## src/logic/overlay_pkg.sv

```systemverilog
package overlay_pkg;

	// pixel and image geometry
	localparam int ch_w = 8;
	localparam int x_w = 12;
	localparam int y_w = 12;
	localparam int out_w = 3 * ch_w;
	localparam int col_depth = 1 << x_w;

	// colour painted into corner pixels
	localparam logic [out_w-1:0] mark_value = 24'h00ff00;

	// accept to fifo write
	localparam int pipe_depth = 5;

	localparam int fifo_aw = 4;
	localparam int fifo_depth = 1 << fifo_aw;
	// room left for every beat still in the pipe when ready drops
	localparam int fifo_af_th = fifo_depth - pipe_depth - 1;

	typedef struct packed {
		logic [ch_w-1:0] data;
		logic sof;
		logic last;
	} in_beat_t;

	typedef struct packed {
		logic [x_w-1:0] x;
		logic [y_w-1:0] y;
	} coord_t;

	// outer limits of one column
	typedef struct packed {
		logic valid;
		logic [y_w-1:0] top;
		logic [y_w-1:0] bottom;
	} col_bound_t;

	typedef struct packed {
		logic valid;
		logic [x_w-1:0] edge_x;
		logic [x_w-1:0] top_x;
		logic [y_w-1:0] top_y;
		logic [x_w-1:0] bot_x;
		logic [y_w-1:0] bot_y;
	} corner_t;

	typedef struct packed {
		logic [out_w-1:0] data;
		logic sof;
		logic last;
	} out_beat_t;

	typedef enum logic [2:0] {
		region_none,
		region_lt,
		region_lb,
		region_rt,
		region_rb
	} region_e;

endpackage

```

## src/logic/overlay_pipe.sv

```systemverilog
module overlay_pipe (
	input logic clk,
	input logic resetn,
	input logic accept,
	input overlay_pkg::in_beat_t beat,
	input overlay_pkg::coord_t coord,
	input overlay_pkg::col_bound_t bound,
	input overlay_pkg::corner_t lft_geom,
	input overlay_pkg::corner_t rt_geom,
	input logic en_overlay,
	output logic wr,
	output overlay_pkg::out_beat_t wbeat
);
	import overlay_pkg::*;

	// stages 1..3 only wait for the column memory
	logic [3:1] vld_q;
	in_beat_t beat_q [1:3];
	coord_t coord_q [1:3];

	// stage 4
	logic vld_d4;
	in_beat_t beat_d4;
	region_e region_d4;

	region_e region_c;
	logic mark;

	// corner test for one pixel against both sides
	function automatic region_e classify(
		input coord_t c,
		input col_bound_t b,
		input corner_t l,
		input corner_t r
	);
		logic l_ok;
		logic r_ok;
		logic above_top;
		logic below_bot;
		logic l_top_x;
		logic l_bot_x;
		logic r_top_x;
		logic r_bot_x;

		l_ok = l.valid && b.valid;
		r_ok = r.valid && b.valid;

		// rows between the column limit and the corner row
		above_top = c.y < b.top;
		below_bot = c.y > b.bottom;

		l_top_x = (l.top_x < c.x) && (c.x <= l.edge_x);
		l_bot_x = (l.bot_x < c.x) && (c.x <= l.edge_x);
		r_top_x = (r.edge_x <= c.x) && (c.x < r.top_x);
		r_bot_x = (r.edge_x <= c.x) && (c.x < r.bot_x);

		if (l_ok && (l.top_y <= c.y) && above_top && l_top_x) begin
			return region_lt;
		end
		if (l_ok && (l.bot_y >= c.y) && below_bot && l_bot_x) begin
			return region_lb;
		end
		if (r_ok && (r.top_y <= c.y) && above_top && r_top_x) begin
			return region_rt;
		end
		if (r_ok && (r.bot_y >= c.y) && below_bot && r_bot_x) begin
			return region_rb;
		end
		return region_none;
	endfunction

	// valid chain
	always_ff @(posedge clk) begin
		if (!resetn) begin
			vld_q <= '0;
			vld_d4 <= 1'b0;
			wr <= 1'b0;
		end else begin
			vld_q <= {vld_q[2:1], accept};
			vld_d4 <= vld_q[3];
			wr <= vld_d4;
		end
	end

	// payload delay, memory result lines up after stage 3
	always_ff @(posedge clk) begin
		beat_q[1] <= beat;
		coord_q[1] <= coord;
		for (int i = 2; i <= 3; i++) begin
			beat_q[i] <= beat_q[i-1];
			coord_q[i] <= coord_q[i-1];
		end
	end

	assign region_c = classify(coord_q[3], bound, lft_geom, rt_geom);

	// stage 4
	always_ff @(posedge clk) begin
		beat_d4 <= beat_q[3];
		region_d4 <= region_c;
	end

	assign mark = en_overlay && (region_d4 != region_none);

	// stage 5, paint or replicate the grey byte
	always_ff @(posedge clk) begin
		wbeat.sof <= beat_d4.sof;
		wbeat.last <= beat_d4.last;
		if (mark) begin
			wbeat.data <= mark_value;
		end else begin
			wbeat.data <= {3{beat_d4.data}};
		end
	end

endmodule

```

## config.mk

```make
export PLATFORM = sky130hd
export DESIGN_NAME = overlay_pipe
export DESIGN_NICKNAME = d
export VERILOG_FILES = /design/src/logic/overlay_pkg.sv /design/src/logic/overlay_pipe.sv
export SDC_FILE = /design/constraint.sdc
export NUM_CORES = 1
export LEC_CHECK = 0
export BUFFER_PORTS_ARGS = -buffer_cell sky130_fd_sc_hd__buf_2
export CELL_PAD_IN_SITES_DETAIL_PLACEMENT = 0
export CELL_PAD_IN_SITES_GLOBAL_PLACEMENT = 2
export CORE_ASPECT_RATIO = 0.5
export CORE_MARGIN = 3
export CORE_UTILIZATION = 33
export DETAILED_ROUTE_END_ITERATION = 8
export PLACE_DENSITY_LB_ADDON = 0.1
export SLEW_MARGIN = 40
export SYNTH_ARGS = -nofsm -noshare
export SYNTH_HDL_FRONTEND = slang
export SYNTH_SLANG_ARGS = --single-unit
```

## constraint.sdc

```tcl
create_clock -name clk -period 5.3 [get_ports clk]
set_input_delay 1.325 -clock clk [delete_from_list [all_inputs] [get_ports clk]]
set_output_delay 1.325 -clock clk [all_outputs]
set_load 0.02 [all_outputs]
```

======== Word-level counts from Yosys, hierarchy flattened ========
Memories as Yosys holds them, arrays and structs flattened. A register that Yosys moved wholly into a read port is not among the register bits.
Index checks and enable logic that the tools add are counted.
word-level totals
  register bits ........................... 34
  RAM bits ................................ 102
  input port bits ......................... 185
  output and inout port bits .............. 27
  word-level logic and storage cells ...... 59
  memories kept ........................... 2
operators by class
  magnitude comparators ................... 12
  multiplexer cells ....................... 18
  reductions and logical operators ........ 20
memories
  name     words  width  read ports  clocked after Yosys merged registers in  write ports  line                RTL
  coord_q  3      24     3           0                                        3            overlay_pipe.sv:19  coord_t coord_q [1:3];
  beat_q   3      10     3           1                                        3            overlay_pipe.sv:18  in_beat_t beat_q [1:3];
operator list
  cell                             number
  less-than comparator 12 bit      5
  less-or-equal comparator 12 bit  4
  >= comparator 12 bit             2
  two-way mux 3 bit                8
  logical AND 1 bit                19
  > comparator 12 bit              1
  two-way mux 1 bit                10
  nonzero test 3 bit               1

======== Longest topological paths before layout ========
Gate-level depths: netlist of run 1.
  word-level depth ........................ 15
  gate-level depth with buffers ........... 9
  gate-level depth less buffers ........... 9

======== Worst setup path before layout of run 1 ========
Ideal clock, no wire load.
  path type ............................... input port to flip-flop
  start point ............................. in bound[17] (netlist name)
  end point ............................... reg region_d4[2]
  library setup time ...................... 0.128 ns
  arrival time ............................ 3.077 ns
  data required time ...................... 5.172 ns
  slack ................................... 2.095 ns
  cell stages on the path ................. 9
  path buffers ............................ 0
  cells stage by stage .................... inv_1 > ha_1 > a21o_1 > a21o_1 > a221oi_2 > o21ai_1 > or4b_4 > nor4_4 > nor4b_1
on the way
  longest elaborated chain between the ends .. 9
  elaborated cells on any way between the ends .. 15
  classes of those cells .................. 1 x order compare; 10 x mux; 4 x reduce/logical
RTL lines
  what                                                           line                                    RTL
  start: declaration                                             overlay_pipe.sv:7                       input overlay_pkg::col_bound_t bound,
  less-than comparator 12 bit *                                  overlay_pipe.sv:49                      above_top = c.y < b.top;
  logical AND 1 bit (2 in series)                                overlay_pipe.sv:63                      if (r_ok && (r.top_y <= c.y) && above_top && r_top_x) begin
  two-way mux 3 bit / two-way mux 1 bit (equally long branches)  overlay_pipe.sv:63
  two-way mux 3 bit / two-way mux 1 bit (equally long branches)  overlay_pipe.sv:66, overlay_pipe.sv:63
  two-way mux 3 bit / two-way mux 1 bit (equally long branches)  overlay_pipe.sv:69, overlay_pipe.sv:60
  two-way mux 3 bit                                              overlay_pipe.sv:66                      if (r_ok && (r.bot_y >= c.y) && below_bot && r_bot_x) begin
  two-way mux 3 bit                                              overlay_pipe.sv:63
  two-way mux 3 bit *                                            overlay_pipe.sv:60                      if (l_ok && (l.bot_y >= c.y) && below_bot && l_bot_x) begin
  end signal: assignment                                         overlay_pipe.sv:100                     region_d4 <= region_c;
  end: declaration                                               overlay_pipe.sv:24                      region_e region_d4;
Mark *: on every way between the ends. The rest lies on a longest branch, timed or not. The select of a mux whose other input is x is not followed.
A chain may end at the register's enable or synchronous reset.

======== Worst setup path in the final report of run 1 ========
  start point ............................. in bound[14] (netlist name)
  end point ............................... reg region_d4[2]
The elaborated chain is that of the path after synthesis.

==> impl_metrics.sql, run 1 <==
INSERT INTO impl_metrics (metric_group, metric, value, unit) VALUES
('status', 'result_of_the_run', 'finished, final reports clean', ''),
('setup_path', 'crit_type', 'input pin to flip-flop', ''),
('global_route', 'grt-ovfl-total', '0', ''),
('layout', 'layout.cells.most_common', 'buf_2', ''),
('timing', 'timing.slew.headroom', '0.5496', ''),
('detailed_routing', 'detail_route.wirelength', '16.08', 'mm'),
('logic_synthesis', 'synth_cell_types', '39', ''),
('detailed_routing', 'drt-wirelength-per-cell', '14.92', 'um'),
('detailed_routing', 'remaining_drc_errors', '0', ''),
('logic_synthesis', 'syn_avg_cell_area', '10.62', 'sq um'),
('logic_synthesis', 'netlist.top_cell.by_area', 'dfxtp_1', ''),
('layout', 'drive_above_1_share', '0.3022', ''),
('detailed_routing', 'drt_first_iter_violations', '172', ''),
('detailed_routing', 'drt_pre_antenna_iters', '6', ''),
('setup_path', 'critical_path.max_fanout', '3', ''),
('pwr', 'vdd.ir_drop.worst', '196.8', 'uV'),
('die', 'coreArea', '17950', 'sq um'),
('timing', 'finalClockSkew', '9.308', 'ps'),
('logic_synthesis', 'syn-cell-area', '6257', 'sq um'),
('setup_path', 'required_time_reported_for_the_critical_path_endpoint', '5590', 'ps'),
('logic_synthesis', 'synthesis_warning_total', '0', ''),
('die', 'fp.dieArea', '20750', 'sq um'),
('layout', 'most_used_cells_in_the_layout_excluding_fill_and_tap_cells', 'buf_2 (211), ha_1 (139), dfxtp_1 (138)', ''),
('timing', 'period_needed', '3307', 'ps'),
('hold_path', 'hold_path.class', 'flip-flop to flip-flop', ''),
('die', 'io_count', '212', ''),
('detailed_routing', 'postRouteAntennaNets', '0', ''),
('placed_design', 'dp_slack', '1574', 'ps'),
('global_route', 'grt_util_all_layers', '0.1583', ''),
('timing', 'rsz_0062_raised_after_global_routing', 'no', ''),
('timing', 'fin_crit_sh', '0.6239', ''),
('setup_path', 'cp_top_family', 'compound AO/OA/AOI/OAI gates', ''),
('die', 'floorplan.rows', '34', ''),
('timing', 'achievable-frequency', '302.4', 'MHz'),
('layout', 'area_growth_syn_to_layout', '30.99', '%'),
('clocking', 'number_of_buffers_added_by_the_clock_tree_synthesis_step', '17', ''),
('placed_design', 'numPortBuffers', '211', ''),
('timing', 'post-route-worst-setup-slack', '1993', 'ps'),
('clocking', 'cts.reportedPaths.clkPinSlew', '70', 'ps'),
('logic_synthesis', 'synth_cells', '589', ''),
('clocking', 'cts_max_path_buffers', '2', ''),
('setup_path', 'cp.buffers_inverters', '2', ''),
('global_route', 'antenna_violations_before_repair', '3', ''),
('clocking', 'cts_tree', 'done', ''),
('clocking', 'clockRootBuffer', 'clkbuf_16', ''),
('logic_synthesis', 'yosys-top-cells-area', 'dfxtp_1 (44%), ha_1 (28%), inv_1 (5.0%)', ''),
('clocking', 'clk-insertion-delay-late', '420', 'ps'),
('setup_path', 'worst_path_largest_cell_delay', '540', 'ps'),
('timing', 'setup_viol', '0', ''),
('placed_design', 'post-dp-hpwl', '13.59', 'mm'),
('timing', 'fin_tns_setup', '0', 'ps'),
('logic_synthesis', 'ys_ff_latch', '138', ''),
('die', 'die_h', '103.4', 'um'),
('clocking', 'cts_post_setup_buffers_inserted', '0', ''),
('setup_path', 'setup.worst_path.start_class', 'input pin', ''),
('pwr', 'power_per_cell_area', '324.5', 'nW/um^2'),
('detailed_routing', 'route.detailed.vias_per_inst', '4.414', ''),
('logic_synthesis', 'synth.top_cell.area_share', '0.4415', ''),
('clocking', 'ctsHoldBuffers', '0', ''),
('clocking', 'h-tree-depth', '4', ''),
('clocking', 'cts_resized', '0', ''),
('setup_path', 'ff2ff_setup_slack', '2650', 'ps'),
('detailed_routing', 'num_vias', '4758', ''),
('logic_synthesis', 'synthesis.nets', '913', ''),
('clocking', 'cts.sinks', '138', ''),
('global_route', 'grt_pass1_wl', '25.23', 'mm'),
('pwr', 'leakage', '0.004404', 'uW'),
('layout', 'final_cell_area', '8197', 'sq um'),
('setup_path', 'critical_path.cell_chain', 'buf_2 > inv_1 > ha_1 > a211oi_1 > o21ai_2 > a221oi_2 > o21ai_1 > a2111oi_0 > o2111ai_1 > nor4b_1', ''),
('setup_path', 'critical_path_capture_point_type', 'flip-flop', ''),
('setup_path', 'worst_path_max_delay_cell', 'a2111oi_0', '');
## routing by layer
| metal | global-route usage | wire length, um |
|---|---|---|
| met5 | 0 | 23 |
| met4 | 0.02911 | 53 |
| met3 | 0.05627 | 1073 |
| met2 | 0.2538 | 7075 |
| met1 | 0.2104 | 7856 |
## report_power, final
part / leakage (uW) / internal (uW) / switching, uW
Combinational: 0.00294 / 169 / 180
Sequential: 0.00116 / 1100 / 25.1
Clock: 0.000299 / 644 / 547
## worst register-to-register path: cells and delay by family, from the launching register on
kind / cells / cell delay (ps)
AO/OA/AOI/OAI: 6 / 1660
flip-flops: 1 / 390
AND/OR/NAND/NOR: 1 / 210
adder cells (fa/ha/maj): 1 / 270
## Yosys cell counts
| library cell | n |
|---|---|
| ha_1 | 139 |
| dfxtp_1 | 138 |
| inv_1 | 84 |
| a21oi_1 | 39 |
| a21o_1 | 31 |
| nand4_1 | 21 |
| nand2_1 | 15 |
| and2_1 | 13 |
| nand2b_1 | 13 |
| nand3_1 | 12 |
| nor2_1 | 9 |
| buf_4 | 8 |
| o21ai_0 | 8 |
| nor2b_1 | 6 |
| nor3_1 | 6 |
| o211ai_1 | 6 |
| a2111oi_0 | 5 |
| a211oi_1 | 5 |
| and4_1 | 5 |
| a221oi_1 | 4 |
| a21boi_0 | 2 |
| o211a_1 | 2 |
| o31ai_1 | 2 |
| a211o_1 | 1 |
| a221oi_2 | 1 |
| a32oi_1 | 1 |
| and3_1 | 1 |
| clkbuf_1 | 1 |
| nand4b_1 | 1 |
| nor4_1 | 1 |
| nor4_4 | 1 |
| nor4b_1 | 1 |
| o2111ai_1 | 1 |
| o21a_1 | 1 |
| o21ai_1 | 1 |
| o21ai_2 | 1 |
| o21bai_1 | 1 |
| or3_1 | 1 |
| or4b_4 | 1 |
## per-stage QoR
| step | std cells | power, uW | hold WS, ps | util |
|---|---|---|---|---|
| after CTS | 1076 | 2698 | 321.6 | 0.4563 |
| after detailed placement | 1044 | 1497 | 312.1 | 0.4221 |
| after global placement | 1044 | 1492 | 309.5 | 0.4221 |
| after floorplan | 589 | 1350 | 309.6 | - |
| after global routing | 1077 | 2808 | 330.7 | 0.4564 |
| final | 1078 | 2660 | 321.4 | 0.4566 |
## worst paths after layout
| check | to | startpoint | cells after the start |
|---|---|---|---|
| max reg2reg | region_d4[2] | coord_q[0][74] | 8 |
| min | coord_q[0][75] | coord_q[0][51] | 0 |
| max | region_d4[2] | bound[14] | 10 |
| min reg2reg | coord_q[0][75] | coord_q[0][51] | 0 |
## registers in the layout, indices dropped and copies added (netlist names)
name	count
beat_q	30
vld_d4	1
region_d4	3
wr	1
beat_d4	10
vld_q	3
wbeat	18
coord_q	72
## logic make-up after synthesis
kind of cell	synth area share
buffers and inverters	0.06059
flip-flops	0.4415
adder cells (fa/ha/maj)	0.2779
AO/OA/AOI/OAI	0.1198
AND/OR/NAND/NOR	0.1002
## final cells by class
class | instances | area [sq um] | area share
Timing Repair Buffer | 212 | 1064 | 0.1298
Inverter | 84 | 315.3 | 0.03847
Tap cell | 252 | 315.3 | 0.03847
Clock buffer | 17 | 425.4 | 0.05190
Antenna cell | 2 | 5.005 | 0.0006106
Clock inverter | 15 | 188.9 | 0.02305
Sequential cell | 138 | 2763 | 0.3370
Multi-Input combinational cell | 358 | 3120 | 0.3807
No activity file was read; power rests on OpenSTA's default activity.
==> inputs of run 2 (changes only) <==
--- a/config.mk
+++ b/config.mk
@@ -10,7 +10,7 @@
 export CELL_PAD_IN_SITES_GLOBAL_PLACEMENT = 2
 export CORE_ASPECT_RATIO = 0.5
 export CORE_MARGIN = 3
-export CORE_UTILIZATION = 33
+export CORE_UTILIZATION = 28
 export DETAILED_ROUTE_END_ITERATION = 8
 export PLACE_DENSITY_LB_ADDON = 0.1
 export SLEW_MARGIN = 40
==> constraint.sdc (replaced) <==
create_clock -name clk -period 2.8 [get_ports clk]
set_input_delay 0.7 -clock clk [delete_from_list [all_inputs] [get_ports clk]]
set_output_delay 0.7 -clock clk [all_outputs]
set_load 0.02 [all_outputs]
==> run 2 against run 1 <==
Compared with the run above: core utilization down 6.9 points; clock power up 87%; flip-flop and latch count unchanged; critical path depth down 2; final area up 0.58%; power up 89%; global-route usage down 1.8 points; die area up 17%; largest power group unchanged; routed wire length up 4.7%.
==> impl_metrics.sql, run 2 (synthesized netlist as in run 1, its figures left out) <==
INSERT INTO impl_metrics (metric_group, metric, value, unit) VALUES
('status', 'result_of_the_run', 'finished, final reports clean', ''),
('hold_path', 'hold-path-cell-count', '0', ''),
('global_route', 'gr-usage-met2', '0.2344', ''),
('timing', 'achievable-frequency', '389.9', 'MHz'),
('global_route', 'grt_util_all_layers', '0.1407', ''),
('clocking', 'ctsHoldBuffers', '0', ''),
('layout', 'fillCellCount', '2162', ''),
('global_route', 'first_global_vias', '4975', ''),
('setup_path', 'setup.worst_path.start_class', 'flip-flop', ''),
('placed_design', 'dp_slack', '-236.4', 'ps'),
('setup_path', 'required_time_reported_for_the_critical_path_endpoint', '3090', 'ps'),
('timing', 'finalClockSkew', '5.743', 'ps'),
('clocking', 'cts_post_setup_buffers_inserted', '0', ''),
('global_route', 'antenna_violations_before_repair', '4', ''),
('placed_design', 'post-dp-hpwl', '14.35', 'mm'),
('layout', 'area_growth_syn_to_layout', '31.75', '%'),
('clocking', 'clockRootBuffer', 'clkbuf_16', ''),
('clocking', 'number_of_buffers_added_by_the_clock_tree_synthesis_step', '17', ''),
('die', 'fp.dieArea', '24290', 'sq um'),
('layout', 'largest_reg_flops', '72', ''),
('global_route', 'grt-ovfl-total', '0', ''),
('placed_design', 'dpl-instance-area', '7642', 'sq um'),
('placed_design', 'numPortBuffers', '211', ''),
('die', 'initial_core_util', '0.2945', ''),
('hold_path', 'hold_path.class', 'flip-flop to flip-flop', ''),
('clocking', 'cts.sinks', '138', ''),
('timing', 'fin_crit_sh', '0.9159', ''),
('detailed_routing', 'drt_first_iter_violations', '116', ''),
('timing', 'post-route-worst-setup-slack', '235.5', 'ps'),
('setup_path', 'crit_type', 'flip-flop to flip-flop', ''),
('layout', 'final_cell_area', '8244', 'sq um'),
('layout', 'drive_above_1_share', '0.3039', ''),
('setup_path', 'critical_path_capture_point_type', 'flip-flop', ''),
('clocking', 'cts_max_path_buffers', '2', ''),
('die', 'io_count', '212', ''),
('layout', 'layout.cells.most_common', 'buf_2', ''),
('pwr', 'power_total', '5027', 'uW'),
('die', 'coreArea', '21250', 'sq um'),
('clocking', 'h-tree-depth', '4', ''),
('layout', 'utilization', '0.3880', ''),
('global_route', 'pin_count_of_the_biggest_net_entering_global_routing', '17', ''),
('layout', 'reg_top3', 'coord_q: 72 flops, beat_q: 30 flops, wbeat: 18 flops', ''),
('run', 'drv.max_cap_violation_count', '0', ''),
('timing', 'final_max_slew_viol_count', '0', ''),
('detailed_routing', 'num_vias', '4773', ''),
('layout', 'most_used_cells_in_the_layout_excluding_fill_and_tap_cells', 'buf_2 (211), ha_1 (139), dfxtp_1 (138)', ''),
('pwr', 'leakage', '0.004401', 'uW'),
('pwr', 'vdd.ir_drop.worst', '382.0', 'uV'),
('timing', 'hold_viol', '0', ''),
('global_route', 'global_routing_s_busiest_layer', 'met2', ''),
('detailed_routing', 'postRouteAntennaNets', '0', ''),
('pwr', 'power_per_cell_area', '609.8', 'nW/um^2'),
('setup_path', 'critical_path.max_fanout', '3', ''),
('clocking', 'cts.reportedPaths.clkPinSlew', '60', 'ps'),
('timing', 'rsz_0062_raised_after_global_routing', 'no', ''),
('detailed_routing', 'drt-wirelength-per-cell', '15.04', 'um'),
('clocking', 'cts_resized', '0', ''),
('setup_path', 'arr_time_crit_path', '2850', 'ps'),
('layout', 'largest_register', 'coord_q', ''),
('setup_path', 'worst_r2r_path_depth', '8', ''),
('die', 'floorplan.rows', '37', ''),
('placed_design', 'routabilityCongestion', '0.7758', ''),
('detailed_routing', 'drt_pre_antenna_iters', '4', ''),
('clocking', 'cts_tree', 'done', ''),
('global_route', 'grt_pass1_wl', '25.90', 'mm'),
('die', 'chipWidth', '217.4', 'um'),
('clocking', 'clk-insertion-delay-late', '410', 'ps'),
('die', 'die_h', '111.7', 'um'),
('timing', 'period_needed', '2564', 'ps'),
('timing', 'hold_slack', '318.1', 'ps'),
('timing', 'timing.slew.headroom', '0.6541', ''),
('layout', 'fin_nets', '1137', ''),
('detailed_routing', 'detail_route.wirelength', '16.84', 'mm'),
('timing', 'tightestPinTransition', '505.8', 'ps'),
('detailed_routing', 'route.detailed.vias_per_inst', '4.265', ''),
('detailed_routing', 'remaining_drc_errors', '0', ''),
('global_route', 'grt.met3_usage', '0.04909', ''),
('timing', 'setup_viol', '0', ''),
('global_route', 'globalRouteMet1Util', '0.1749', '');
[run 2: changes by cell type in the layout (fill, tap and decap cells not counted), moves of 2 or more]
cell / change
buf_4: +2
bufinv_16: +2
clkinv_4: +3
clkinv_8: -5
clkinvlp_4: +2
inv_8: -3
[run 2: layout make-up]
cell class	count	area, sq um	area share
Tap cell	292	365.4	0.04432
Sequential cell	138	2763	0.3351
Antenna cell	1	2.502	0.0003035
Multi-Input combinational cell	358	3127	0.3793
Timing Repair Buffer	214	1079	0.1308
Clock buffer	18	429.2	0.05206
Inverter	84	315.3	0.03825
Clock inverter	14	163.9	0.01988
[run 2: power by group]
| group | total [uW] | switching, uW | internal (uW) |
|---|---|---|---|
| combinational | 670 | 345 | 324 |
| clock | 2230 | 901 | 1330 |
| sequential | 2120 | 48.5 | 2080 |
| total | 5030 | 1290 | 3730 |
[run 2: critical path, cell delays in order (launching register included)]
cell and delay [ps]:
dfxtp_1 430, ha_1 280, a211oi_1 280, o21ai_2 100, a221oi_2 330, o21ai_1 180, or4b_4 560, nor4_4 180
nor4b_1 90
[run 2: path summary, 6_finish.rpt]
path / from / end / slack, ps
max: coord_q[0][74] / region_d4[2] / 240
min: coord_q[0][69] / coord_q[0][93] / 320
max reg2reg: coord_q[0][74] / region_d4[2] / 240
min reg2reg: coord_q[0][69] / coord_q[0][93] / 320
[run 2: metal layers]
layer | share of wire | vias to the layer above | routed length (um)
met1 | 0.47 | 2118 | 7905
met2 | 0.46 | 94 | 7731
met3 | 0.059 | 21 | 990
met4 | 0.0091 | 8 | 153
met5 | 0.0031 | - | 53
li1 | - | 2532 | -
[run 2: through the flow]
stage / std cells / TNS (ps)
floorplan: 589 / 0
global placement: 1086 / -325.2
detailed placement: 1086 / -531.6
CTS: 1118 / 0
global route: 1118 / 0
finish: 1119 / 0
==> inputs of run 3 (changes only) <==
--- a/config.mk
+++ b/config.mk
@@ -6,13 +6,12 @@
 export NUM_CORES = 1
 export LEC_CHECK = 0
 export BUFFER_PORTS_ARGS = -buffer_cell sky130_fd_sc_hd__buf_2
-export CELL_PAD_IN_SITES_DETAIL_PLACEMENT = 0
-export CELL_PAD_IN_SITES_GLOBAL_PLACEMENT = 2
-export CORE_ASPECT_RATIO = 0.5
+export CORE_ASPECT_RATIO = 1.25
 export CORE_MARGIN = 3
-export CORE_UTILIZATION = 28
+export CORE_UTILIZATION = 40
 export DETAILED_ROUTE_END_ITERATION = 8
-export PLACE_DENSITY_LB_ADDON = 0.1
+export PLACE_DENSITY = 0.68
+export SKIP_LAST_GASP = 1
 export SLEW_MARGIN = 40
 export SYNTH_ARGS = -nofsm -noshare
 export SYNTH_HDL_FRONTEND = slang
==> run 3 against run 2 <==
Compared with the run above: critical path depth grew 2; die area shrank 29%; critical path type is now input pin to flip-flop; setup slack gained 74 ps.
==> impl_metrics.sql, run 3 (synthesized netlist as in run 1, its figures left out) <==
INSERT INTO impl_metrics (metric_group, metric, value, unit) VALUES
('setup_path', 'setup.worst_path.start_class', 'input pin', ''),
('placed_design', 'dpl-instance-area', '7530', 'sq um'),
('pwr', 'pwr-share-seq', '0.426', ''),
('pwr', 'combinationalPowerShare', '0.132', ''),
('detailed_routing', 'route.detailed.vias_per_inst', '4.652', ''),
('clocking', 'cts_tree', 'done', ''),
('timing', 'tightestPinTransition', '606.0', 'ps'),
('global_route', 'grt_pass1_wl', '22.89', 'mm'),
('layout', 'layout.cells.most_common', 'buf_2', ''),
('clocking', 'ctsHoldBuffers', '0', ''),
('setup_path', 'critical_path.cell_chain', 'buf_2 > inv_1 > ha_1 > a21o_1 > a21o_1 > a221oi_2 > o21ai_1 > a2111oi_1 > o2111ai_1 > nor4b_1', ''),
('layout', 'final_cell_area', '8120', 'sq um'),
('timing', 'rsz_0062_raised_after_global_routing', 'no', ''),
('layout', 'most_used_cells_in_the_layout_excluding_fill_and_tap_cells', 'buf_2 (211), ha_1 (139), dfxtp_1 (138)', ''),
('timing', 'hold_viol', '0', ''),
('status', 'result_of_the_run', 'finished, final reports clean', ''),
('layout', 'diodes', '0', ''),
('layout', 'area_growth_syn_to_layout', '29.77', '%'),
('pwr', 'power.clock.fraction', '0.442', ''),
('layout', 'largest_register', 'coord_q', ''),
('pwr', 'switching_share', '0.2514', ''),
('placed_design', 'routabilityCongestion', '0.8535', ''),
('die', 'floorplan.rows', '50', ''),
('clocking', 'cts_max_path_buffers', '2', ''),
('pwr', 'leakage', '0.004395', 'uW'),
('clocking', 'cts.sinks', '138', ''),
('layout', 'drive_above_1_share', '0.3018', ''),
('global_route', 'pin_count_of_the_biggest_net_entering_global_routing', '17', ''),
('run', 'drv.max_cap_violation_count', '0', ''),
('detailed_routing', 'detail_route.wirelength', '14.43', 'mm'),
('clocking', 'cts_post_setup_buffers_inserted', '0', ''),
('timing', 'achievable-frequency', '401.6', 'MHz'),
('placed_design', 'numPortBuffers', '211', ''),
('placed_design', 'post-dp-hpwl', '12.17', 'mm'),
('timing', 'setup_viol', '0', ''),
('clocking', 'number_of_buffers_added_by_the_clock_tree_synthesis_step', '17', ''),
('hold_path', 'hold_path.class', 'flip-flop to flip-flop', ''),
('layout', 'fillCellCount', '1431', ''),
('pwr', 'power_per_cell_area', '613.5', 'nW/um^2'),
('global_route', 'antenna_violations_before_repair', '1', ''),
('global_route', 'grt_util_all_layers', '0.1692', ''),
('clocking', 'cts_resized', '0', ''),
('timing', 'final_max_slew_viol_count', '0', ''),
('setup_path', 'worst_path_largest_cell_delay', '410', 'ps'),
('layout', 'fin_nets', '1136', ''),
('detailed_routing', 'postRouteAntennaNets', '0', ''),
('clocking', 'clk-insertion-delay-late', '410', 'ps'),
('die', 'initial_core_util', '0.4133', ''),
('detailed_routing', 'num_vias', '4805', ''),
('die', 'die_h', '145.8', 'um'),
('timing', 'fin_crit_sh', '0.8893', ''),
('pwr', 'vdd.ir_drop.worst', '536.4', 'uV'),
('detailed_routing', 'remaining_drc_errors', '0', ''),
('setup_path', 'arr_time_crit_path', '2780', 'ps'),
('die', 'fp.dieArea', '17190', 'sq um'),
('die', 'io_count', '212', ''),
('detailed_routing', 'drt-wirelength-per-cell', '13.97', 'um'),
('layout', 'utilization', '0.5364', ''),
('detailed_routing', 'drt_pre_antenna_iters', '4', ''),
('setup_path', 'crit_type', 'input pin to flip-flop', ''),
('setup_path', 'path_common_cell', 'a21o_1', ''),
('setup_path', 'worst_path_max_delay_cell', 'a2111oi_1', ''),
('pwr', 'p_int', '3730', 'uW'),
('global_route', 'grt-ovfl-total', '0', ''),
('pwr', 'power_total', '4982', 'uW'),
('pwr', 'p_switching', '1252', 'uW'),
('clocking', 'clockRootBuffer', 'clkbuf_16', ''),
('timing', 'timing.slew.headroom', '0.5855', ''),
('die', 'coreArea', '15140', 'sq um'),
('layout', 'reg_top3', 'coord_q: 72 flops, beat_q: 30 flops, wbeat: 18 flops', ''),
('global_route', 'first_global_vias', '4879', ''),
('setup_path', 'critical_path.max_fanout', '3', ''),
('layout', 'largest_reg_flops', '72', ''),
('clocking', 'h-tree-depth', '4', ''),
('detailed_routing', 'drt_first_iter_violations', '150', ''),
('setup_path', 'critical_path_capture_point_type', 'flip-flop', ''),
('clocking', 'cts.reportedPaths.clkPinSlew', '60', 'ps'),
('timing', 'finalClockSkew', '6.472', 'ps'),
('timing', 'period_needed', '2490', 'ps'),
('setup_path', 'required_time_reported_for_the_critical_path_endpoint', '3090', 'ps'),
('die', 'chipWidth', '117.9', 'um');
## run 3: area by class of cell
type / count / area, sq um / area share
flip-flops and latches: 138 / 2763 / 0.3402
repair buffers: 213 / 1071 / 0.1319
clock inverters: 14 / 160.2 / 0.01972
multi-input cells: 358 / 3122 / 0.3844
clock buffers: 18 / 429.2 / 0.05285
inverters: 84 / 315.3 / 0.03883
well taps: 208 / 260.3 / 0.03205
## run 3: worst max-delay path: cells and delay by family
kind	cells	cell delay [ps]
and+or+nand+nor	1	190
adders and majority gates	1	300
AOI/OAI and AO/OA	6	1480
buffers and inverters	2	100
## run 3: through the flow
step	cells	worst slack (ps)	hold WS [ps]	TNS [ps]
3_3_place_gp	1001	-56.14	309.9	-134.0
2_1_floorplan	589	219.7	309.6	0
3_5_place_dp	1001	-187.9	312.1	-417.2
5_1_grt	1033	79.02	325.2	0
4_1_cts	1033	242.7	318.2	0
6_report	1033	309.9	316.9	0
## run 3: layer usage
layer / GRT usage / share of wire
met1: 0.1827 / 0.40
met2: 0.3042 / 0.50
met3: 0.05560 / 0.071
met4: 0.06804 / 0.023
met5: 0 / 0.00076
## run 3: power by group through the flow
stage | registers, uW | clock network [uW] | logic, uW
floorplan | 2180 | 0 | 379
global placement | 2160 | 0 | 649
detailed placement | 2170 | 0 | 657
CTS | 2120 | 2270 | 664
global route | 2130 | 2340 | 761
finish | 2120 | 2200 | 657
## run 3: worst paths after layout
| kind | from | to | slack (ps) | cells after the start |
|---|---|---|---|---|
| worst max-delay path | bound[17] | region_d4[2] | 310 | 10 |
| worst min-delay path | coord_q[0][69] | coord_q[0][93] | 320 | 0 |
| worst max register to register | coord_q[0][77] | region_d4[2] | 350 | 8 |
| worst min register to register | coord_q[0][69] | coord_q[0][93] | 320 | 0 |
